<file path="src/common/cache_pkg.sv">
// Shared definitions for the direct-mapped write-back cache and its memory model.
// Widths, the DMA packet layout and the state and opcode enums live here.
// Design files take them with a wildcard import in the module header.

package cache_pkg;

  localparam int addr_width  = 32;
  localparam int data_width  = 32;
  localparam int block_words = 4;
  localparam int sets        = 16;
  localparam int mem_words   = 1024;

  // Address fields, low to high: byte offset, word offset, index, tag
  localparam int byte_off_width  = $clog2(data_width / 8);
  localparam int word_off_width  = $clog2(block_words);
  localparam int index_width     = $clog2(sets);
  localparam int block_off_width = byte_off_width + word_off_width;
  localparam int tag_width       = addr_width - index_width - block_off_width;

  // Memory model word address and block number widths
  localparam int mem_addr_width  = $clog2(mem_words);
  localparam int mem_block_width = mem_addr_width - word_off_width;

  typedef struct packed {
    logic                  write_not_read;
    logic [addr_width-1:0] addr;
  } dma_pkt_s;

  typedef enum logic {
    LOAD,
    STORE
  } cache_op_e;

  typedef enum logic {
    WAIT,
    BUSY
  } chan_state_e;

  typedef enum logic [2:0] {
    IDLE,
    LOOKUP,
    EVICT,
    FILL,
    RESPOND
  } cache_state_e;

  // Prefixed so the literals do not collide with the core states
  typedef enum logic [2:0] {
    DMA_IDLE,
    DMA_SEND_WR,
    DMA_WR_DATA,
    DMA_SEND_RD,
    DMA_RD_DATA
  } dma_state_e;

endpackage

</file>
<file path="src/common/dma_if.sv">
// DMA channel between the cache's DMA engine and the memory model.
// Packets and write data use valid/yumi, read data uses valid/ready.
// The cache modport drives requests, the mem modport answers them.

interface dma_if
  import cache_pkg::*;
();

  // Packet channel
  dma_pkt_s              pkt;
  logic                  pkt_v;
  logic                  pkt_yumi;

  // Read data, memory to cache
  logic [data_width-1:0] rd_data;
  logic                  rd_v;
  logic                  rd_ready;

  // Write data, cache to memory
  logic [data_width-1:0] wr_data;
  logic                  wr_v;
  logic                  wr_yumi;

  modport cache (
    output pkt, pkt_v, rd_ready, wr_data, wr_v,
    input  pkt_yumi, rd_data, rd_v, wr_yumi
  );

  modport mem (
    input  pkt, pkt_v, rd_ready, wr_data, wr_v,
    output pkt_yumi, rd_data, rd_v, wr_yumi
  );

endinterface

</file>
<file path="src/cache/cache_dma.sv">
// DMA engine of the cache. On a miss it optionally writes back the dirty
// victim block, then reads the missing block and writes it into the core.
// fill_done_o pulses the cycle after the last fill word is written.

module cache_dma
  import cache_pkg::*;
(
  input  logic                      clk_i,
  input  logic                      reset_i,

  input  logic                      miss_v_i,
  input  logic [addr_width-1:0]     miss_addr_i,
  input  logic                      evict_i,
  input  logic [addr_width-1:0]     victim_addr_i,
  output logic                      fill_done_o,

  output logic [word_off_width-1:0] rd_word_o,
  input  logic [data_width-1:0]     rd_data_i,
  output logic                      fill_we_o,
  output logic [word_off_width-1:0] fill_word_o,
  output logic [data_width-1:0]     fill_data_o,

  dma_if.cache                      dma
);

  dma_state_e                state_r, state_n;
  logic [word_off_width-1:0] cnt_r, cnt_n;
  logic                      fill_done_r, fill_done_n;
  logic                      last;

  assign last = (cnt_r == word_off_width'(block_words - 1));

  always_comb begin
    state_n      = state_r;
    cnt_n        = cnt_r;
    fill_done_n  = 1'b0;
    dma.pkt      = '0;
    dma.pkt_v    = 1'b0;
    dma.wr_v     = 1'b0;
    dma.rd_ready = 1'b0;
    fill_we_o    = 1'b0;

    case (state_r)
      DMA_IDLE: begin
        // The core still shows the miss during the fill_done pulse
        if (miss_v_i & ~fill_done_r) begin
          state_n = evict_i ? DMA_SEND_WR : DMA_SEND_RD;
        end
      end
      DMA_SEND_WR: begin
        dma.pkt_v = 1'b1;
        dma.pkt   = '{write_not_read: 1'b1, addr: victim_addr_i};
        if (dma.pkt_yumi) begin
          state_n = DMA_WR_DATA;
          cnt_n   = '0;
        end
      end
      DMA_WR_DATA: begin
        dma.wr_v = 1'b1;
        if (dma.wr_yumi) begin
          cnt_n = cnt_r + word_off_width'(1);
          if (last) begin
            state_n = DMA_SEND_RD;
          end
        end
      end
      DMA_SEND_RD: begin
        dma.pkt_v = 1'b1;
        dma.pkt   = '{write_not_read: 1'b0, addr: miss_addr_i};
        if (dma.pkt_yumi) begin
          state_n = DMA_RD_DATA;
          cnt_n   = '0;
        end
      end
      DMA_RD_DATA: begin
        dma.rd_ready = 1'b1;
        fill_we_o    = dma.rd_v;
        if (dma.rd_v) begin
          cnt_n = cnt_r + word_off_width'(1);
          if (last) begin
            state_n     = DMA_IDLE;
            fill_done_n = 1'b1;
          end
        end
      end
      default: begin
        state_n = DMA_IDLE;
      end
    endcase
  end

  always_ff @(posedge clk_i) begin
    if (reset_i) begin
      state_r     <= DMA_IDLE;
      cnt_r       <= '0;
      fill_done_r <= 1'b0;
    end else begin
      state_r     <= state_n;
      cnt_r       <= cnt_n;
      fill_done_r <= fill_done_n;
    end
  end

  // One counter indexes both the victim stream and the fill stream
  assign rd_word_o   = cnt_r;
  assign dma.wr_data = rd_data_i;
  assign fill_word_o = cnt_r;
  assign fill_data_o = dma.rd_data;
  assign fill_done_o = fill_done_r;

endmodule

</file>
<file path="src/flat_wrapper.sv">
// flat-port wrapper written by rule: the top's interface ports become plain ports
module cache_dma_flat import cache_pkg::*;
  (clk_i, reset_i, miss_v_i, miss_addr_i, evict_i, victim_addr_i, fill_done_o, rd_word_o, rd_data_i, fill_we_o, fill_word_o, fill_data_o, dma_pkt, dma_pkt_v, dma_rd_ready, dma_wr_data, dma_wr_v, dma_pkt_yumi, dma_rd_data, dma_rd_v, dma_wr_yumi);
  dma_if dma_i ();
  input  logic clk_i;
  input  logic reset_i;
  input  logic miss_v_i;
  input  logic [addr_width-1:0] miss_addr_i;
  input  logic evict_i;
  input  logic [addr_width-1:0] victim_addr_i;
  output logic fill_done_o;
  output logic [word_off_width-1:0] rd_word_o;
  input  logic [data_width-1:0] rd_data_i;
  output logic fill_we_o;
  output logic [word_off_width-1:0] fill_word_o;
  output logic [data_width-1:0] fill_data_o;
  output wire logic [$bits(dma_i.pkt)-1:0] dma_pkt;
  output wire logic [$bits(dma_i.pkt_v)-1:0] dma_pkt_v;
  output wire logic [$bits(dma_i.rd_ready)-1:0] dma_rd_ready;
  output wire logic [$bits(dma_i.wr_data)-1:0] dma_wr_data;
  output wire logic [$bits(dma_i.wr_v)-1:0] dma_wr_v;
  input wire logic [$bits(dma_i.pkt_yumi)-1:0] dma_pkt_yumi;
  input wire logic [$bits(dma_i.rd_data)-1:0] dma_rd_data;
  input wire logic [$bits(dma_i.rd_v)-1:0] dma_rd_v;
  input wire logic [$bits(dma_i.wr_yumi)-1:0] dma_wr_yumi;
  assign dma_pkt = dma_i.pkt;
  assign dma_pkt_v = dma_i.pkt_v;
  assign dma_rd_ready = dma_i.rd_ready;
  assign dma_wr_data = dma_i.wr_data;
  assign dma_wr_v = dma_i.wr_v;
  assign dma_i.pkt_yumi = dma_pkt_yumi;
  assign dma_i.rd_data = dma_rd_data;
  assign dma_i.rd_v = dma_rd_v;
  assign dma_i.wr_yumi = dma_wr_yumi;
  cache_dma u_core (.clk_i(clk_i), .reset_i(reset_i), .miss_v_i(miss_v_i), .miss_addr_i(miss_addr_i), .evict_i(evict_i), .victim_addr_i(victim_addr_i), .fill_done_o(fill_done_o), .rd_word_o(rd_word_o), .rd_data_i(rd_data_i), .fill_we_o(fill_we_o), .fill_word_o(fill_word_o), .fill_data_o(fill_data_o), .dma(dma_i));
endmodule
</file>
<file path="config.mk">
export PLATFORM = sky130hd
export DESIGN_NAME = cache_dma_flat
export DESIGN_NICKNAME = d
export VERILOG_FILES = /design/src/common/cache_pkg.sv /design/src/common/dma_if.sv /design/src/cache/cache_dma.sv /design/src/flat_wrapper.sv
export SDC_FILE = /design/constraint.sdc
export NUM_CORES = 1
export LEC_CHECK = 0
export ABC_AREA = 1
export BUFFER_PORTS_ARGS = -buffer_cell sky130_fd_sc_hd__buf_4
export CAP_MARGIN = 10
export CORE_AREA = 2 2 93 95
export CTS_CLUSTER_DIAMETER = 100
export DETAILED_ROUTE_END_ITERATION = 12
export DIE_AREA = 0 0 95 97
export GPL_TIMING_DRIVEN = 0
export PLACE_DENSITY_LB_ADDON = 0.08
export SETUP_SLACK_MARGIN = 0.02
export SYNTH_ARGS = -nofsm -noshare
export SYNTH_HDL_FRONTEND = slang
export SYNTH_SLANG_ARGS = --single-unit
</file>
<file path="constraint.sdc">
create_clock -name clk_i -period 1.04 [get_ports clk_i]
set_input_delay 0.156 -clock clk_i [delete_from_list [all_inputs] [get_ports clk_i]]
set_output_delay 0.156 -clock clk_i [all_outputs]
set_load 0.05 [all_outputs]
</file>
# Word-level counts from Yosys, hierarchy flattened
# Index checks and enable logic that the tools add are counted.
[word_totals] register_bits=6 latchBits=0 ram_bits=0 rom_bits=0 inputBits=135 word_cells=46 n_memories=0
[classes] n_addsub=1 multipliers=0 div_mod_pow=0 magnitude_cmp=0 eq_ne=13 n_shift=0 muxes=19 bitwise_logic=4 reduce_logical=6
[op_table] op="33-bit case mux with 2 select lines" count=1
[op_table] op="3-bit 2-to-1 mux" count=7
[op_table] op="3-bit case mux with 5 select lines" count=1
[op_table] op="2-bit 2-to-1 mux" count=4
[op_table] op="2-bit by 1-bit != test with 1-bit output, second input constant" count=4
[op_table] op="2-bit != test, second input constant" count=4
[op_table] op="7-bit AND reduction" count=1
[op_table] op="3-bit by 2-bit equality test with 1-bit output, second input constant" count=2
[op_table] op="2-bit case mux with 3 select lines" count=1
[op_table] op="1-bit 2-to-1 mux" count=5
[op_table] op="4-bit AND reduction" count=1
[op_table] op="3-bit by 1-bit equality test with 1-bit output, second input constant" count=1
[op_table] op="3-bit equality test, second input constant" count=1
[op_table] op="3-bit zero test" count=1
[op_table] op="1-bit inverter" count=3
[op_table] op="3-bit nonzero test" count=1
[op_table] op="3-bit OR reduction" count=1
[op_table] op="2-bit by 1-bit adder with 2-bit output, second input constant" count=1
[op_table] op="2-bit equality test, second input constant" count=1
[op_table] op="2-bit OR reduction" count=1
[op_table] op="1-bit AND" count=1

# Depth between registers and ports, before layout
[logic_depth] word_depth=4 depth_mapped=9 ltp_nobuf=9

# Least setup slack after synthesis
# No wires, ideal clock.
[synth_timing] path_type="reg2out" from="register u_core.state_r[0]" to="output dma_pkt[12]" arrival_time_ns=1.410 t_required_ns=0.884 slack_ns=-0.526 path_stages_with_launch=7 n_path_buf=1 path_cell_list="dfxtp_1 > inv_2 > nor2_1 > nand2_1 > inv_2 > buf_4 > a22o_1"
[synth_via] elab_chain_len=2
[synth_lines] item="start, declared" line="cache_dma.sv:26" rtl="dma_state_e state_r, state_n;"
[synth_lines] item="start signal, assigned" line="cache_dma.sv:98" rtl="state_r <= state_n;"
[synth_lines] item="3-bit by 2-bit equality test with 1-bit output or 3-bit by 1-bit equality test with 1-bit output (tied branches)" line="cache_dma.sv:43" rtl="case (state_r)"
[synth_lines] item="33-bit case mux with 2 select lines *" line="cache_dma.sv:43"
[synth_lines] item="end, declared" line="flat_wrapper.sv:17" rtl="output wire logic [$bits(dma_i.pkt)-1:0] dma_pkt;"
# Every way passes the cells marked *; elsewhere a longest branch is shown, timed or not.

# Worst setup path after layout
[layout_timing] from="register u_core.state_r[0]" to="output dma_pkt[27]"
# Same word-level chain as after synthesis.

==> Implementation_results.wiki <==
{| class="wikitable"
! Metric !! Value
|-
| Part of the cycle the worst path needs || 148%
|-
| CP Max Fanout || 5
|-
| Number of max-slew violations in the final report || 0
|-
| Worst Path Required || 880 ps
|-
| Cell type group with the largest total delay on the critical path || buffers and inverters
|-
| Synthesized netlist cell count || 182
|-
| Total power density per cell area || between 2000 and 2500 mW/mm2
|-
| Initial antenna violation count || 0
|-
| Share of layout cells above drive strength 1 || 87.4%
|-
| Final-stage net count || 510
|-
| Std cell rows || 33
|-
| Highest attainable clock frequency || 649 MHz
|-
| Clock buffers created by TritonCTS || 3
|-
| Count leader, synth || sky130_fd_sc_hd__buf_4
|-
| Die Ht || 97 um
|-
| Clock Latency Late Sink || around 220 ps
|-
| Post-synth top cells || sky130_fd_sc_hd__buf_4, sky130_fd_sc_hd__a22o_1, sky130_fd_sc_hd__nand2_1
|-
| Smallest setup slack after layout || -501 ps
|-
| CTS clock-pin slew for the worst setup and hold paths || 40 ps
|-
| CP cell instances || nand2_4 > nor2_4 > buf_6 > clkbuf_16 > a22o_4 > buf_8
|-
| Transition time of the tightest slew-check pin || between 200 and 300 ps
|-
| Remaining routing DRC violations || 0
|-
| # placed instances || 463
|-
| Static Leak || 0.00196 uW
|-
| Post-synth top flop || sky130_fd_sc_hd__dfxtp_1
|-
| Area of the core || 0.00813 mm2
|-
| Final Hold Viols || 0
|-
| Number of enable flip-flop cells after synthesis || 0
|-
| Worst Setup Path Type || register to output pin
|-
| Critical path endpoint category || output pin
|-
| Top-Level Pins || 241
|-
| Reg2reg path depth || 9
|-
| Final count of negative-setup-slack endpoints || 43
|-
| Final worst clock skew || 2.37 ps
|-
| Violated checks || negative setup slack
|-
| Post-detailed-placement half-perimeter wirelength || 5350 um
|-
| Net Count, Synth || 318
|-
| Worst setup path endpoint || dma_pkt[27]
|-
| Overall Global Routing Usage || 12.0%
|-
| Max-capacitance violation count || 0
|-
| Result of the run || finished, violations left
|-
| CTS Root Buffer Type || sky130_fd_sc_hd__clkbuf_8
|-
| Initial DRT Pass Iterations || 4
|-
| Placer Congestion || 0.735
|-
| Minimum setup slack among reg-to-reg paths || -300 ps
|-
| Total of hold buffers inserted after clock tree synthesis || 0
|-
| Vias per Instance || 4.03
|-
| Cells taking the most area after synthesis || sky130_fd_sc_hd__buf_4, sky130_fd_sc_hd__a22o_1, sky130_fd_sc_hd__dfxtp_1, sky130_fd_sc_hd__nand2_1, sky130_fd_sc_hd__nand3_1
|-
| Filler-free cell count of the finished design || about 480
|-
| Crit-path max cell delay || 370 ps
|-
| Mean cell area of the mapped netlist || between 6 and 7 um2
|-
| DIE AREA || 0.00922 mm2
|-
| Share of the synthesized area in the top cell type || about two fifths
|-
| Number of inserted diodes || 0
|-
| First-pass GRT wire length || 8970 um
|-
| Number of cells on the critical path || 6
|-
| Shortest period the worst path allows || 1540 ps
|-
| # H-tree levels || 1
|-
| Drt total wl || between 6000 and 7000 um
|-
| Hold Path Depth || 2
|-
| Clock tree from TritonCTS || done
|-
| Number of buffers and inverters on the critical path || 3
|-
| Source of the worst register-to-register timing path || u_core.state_r[1]
|-
| Hold/Removal Path Class || input pin to register
|-
| Crit path max-delay cell type || sky130_fd_sc_hd__dfxtp_4
|-
| Register area share after synthesis || 9.53%
|-
| Share of flip-flops with an asynchronous set or reset || 0%
|-
| TritonCTS sink count || 6
|-
| Unrepaired setup endpoints after global routing || true
|-
| Max VDD drop || 1.74 mV
|-
| Count of port buffers added during placement || 176
|-
| Data arrival time at the worst-slack endpoint || 1380 ps
|-
| Worst setup startpoint || u_core.state_r[0]
|-
| Initial Utilization || 15.5%
|-
| Die span in x || 95 um
|-
| Number of global-route vias before repair || 1838
|-
| Largest net degree at the start of global routing || 11
|-
| Yosys warns || 0
|-
| Post-synthesis cell area || 0.00126 mm2
|-
| DRT antenna net count || 0
|-
| Buffers from clock root to sink, at most || 2
|-
| Count of distinct cell types in the synthesized netlist || 16
|-
| Pre-CTS setup slack || -439 ps
|-
| Critical Path Source Type || register
|-
| Reg-to-reg endpoint || u_core.state_r[2]
|-
| Headroom to the max-slew limit || a little over four fifths
|-
| Overall power of the completed layout || between 8000 and 9000 uW
|-
| Number of synthesized register bits || 6
|-
| Routed wire length per instance || 13.2 um
|-
| Relative area change from synthesis to final layout || 185%
|-
| Starting DRC count in detailed routing || 26
|-
| Biggest area consumer among synthesized cells || sky130_fd_sc_hd__buf_4
|-
| Overall via count from detail_route || 1924
|-
| Grt total ovfl || 0
|}
[power by group]
| part | total (uW) | switching [uW] | internal, uW |
|---|---|---|---|
| logic | 7880 | 4420 | 3460 |
| registers | 556 | 171 | 385 |
| clock network | 346 | 97.3 | 248 |
[cells by family (layout without fill, tap and decap cells)]
kind of cell	after synthesis	count (layout)	share of synthesized area, %
buffers and inverters	88	278	47.7
AND/OR/NAND/NOR	52	52	18.4
adder cells (fa/ha/maj)	1	1	0.993
AO/OA/AOI/OAI	35	35	23.4
flip-flops	6	6	9.53
[worst register-to-register path, cell delays in order, from the launching register on]
cell	delay, ps
sky130_fd_sc_hd__dfxtp_4	360
sky130_fd_sc_hd__buf_4	140
sky130_fd_sc_hd__buf_4	140
sky130_fd_sc_hd__nand2_4	100
sky130_fd_sc_hd__clkinvlp_4	110
sky130_fd_sc_hd__nand2_1	60
sky130_fd_sc_hd__nand3_1	70
sky130_fd_sc_hd__nor2_2	130
sky130_fd_sc_hd__nor2_1	50
sky130_fd_sc_hd__nor2_1	90
[per-layer routing]
layer	GRT usage, %	routed length (um)	share of wire [%]
met5	0	0	0
met4	3.01	84	1.3
met3	1.95	617	9.8
met2	23.8	3580	57
met1	12.6	2020	32
[state kept, by name, summed over array words and instances, names as in the netlist]
name / cells
u_core.fill_done_o: 1
u_core.fill_word_o: 2
u_core.state_r: 3
[worst min path at each step]
stage / to / slack, ps / from
2_1_floorplan: u_core.state_r[0] / 220 / reset_i
5_1_grt: u_core.state_r[0] / 110 / reset_i
3_5_place_dp: u_core.state_r[0] / 340 / reset_i
6_report: u_core.state_r[0] / 110 / reset_i
4_1_cts: u_core.state_r[0] / 110 / reset_i
3_3_place_gp: u_core.state_r[0] / 340 / reset_i
[what timing repair did]
action | CTS | global route
cloned | 0 | 1
pin swaps | 5 | 0
resized for setup | 72 | 28
endpoints found under the setup margin | 45 | 45
buffers inserted | 8 | 3
[stage by stage]
| stage | area [um2] | utilization [%] | setup TNS, ps | hold WS (ps) |
|---|---|---|---|---|
| 2_1_floorplan | 1630 | - | -7660 | 215 |
| 3_3_place_gp | 3080 | 37.9 | -14590 | 339 |
| 3_5_place_dp | 3080 | 37.9 | -14610 | 339 |
| 4_1_cts | 3440 | 42.3 | -18690 | 106 |
| 5_1_grt | 3600 | 44.2 | -20770 | 111 |
| 6_report | 3600 | 44.2 | -18390 | 109 |
[cell type report]
cell class | instances | area (um2)
inverters | 15 | 76.3
multi-input cells | 88 | 902
clock buffers | 3 | 41.3
plain buffers | 72 | 614
repair buffers | 188 | 1690
well taps | 105 | 131
fillers | 779 | 4540
flip-flops and latches | 6 | 138
[cells in the final DEF, fill, tap and decap left out, drive strengths merged]
master | synthesis | routed
clkbuf | 0 | 4
a22o | 32 | 32
a21oi | 3 | 3
nand2 | 23 | 23
dfxtp | 6 | 6
ha | 1 | 1
nor2 | 17 | 17
nand3 | 11 | 11
nor4 | 1 | 1
inv | 15 | 13
clkinvlp | 0 | 2
buf | 73 | 259
(Power assumes the default switching activity.)
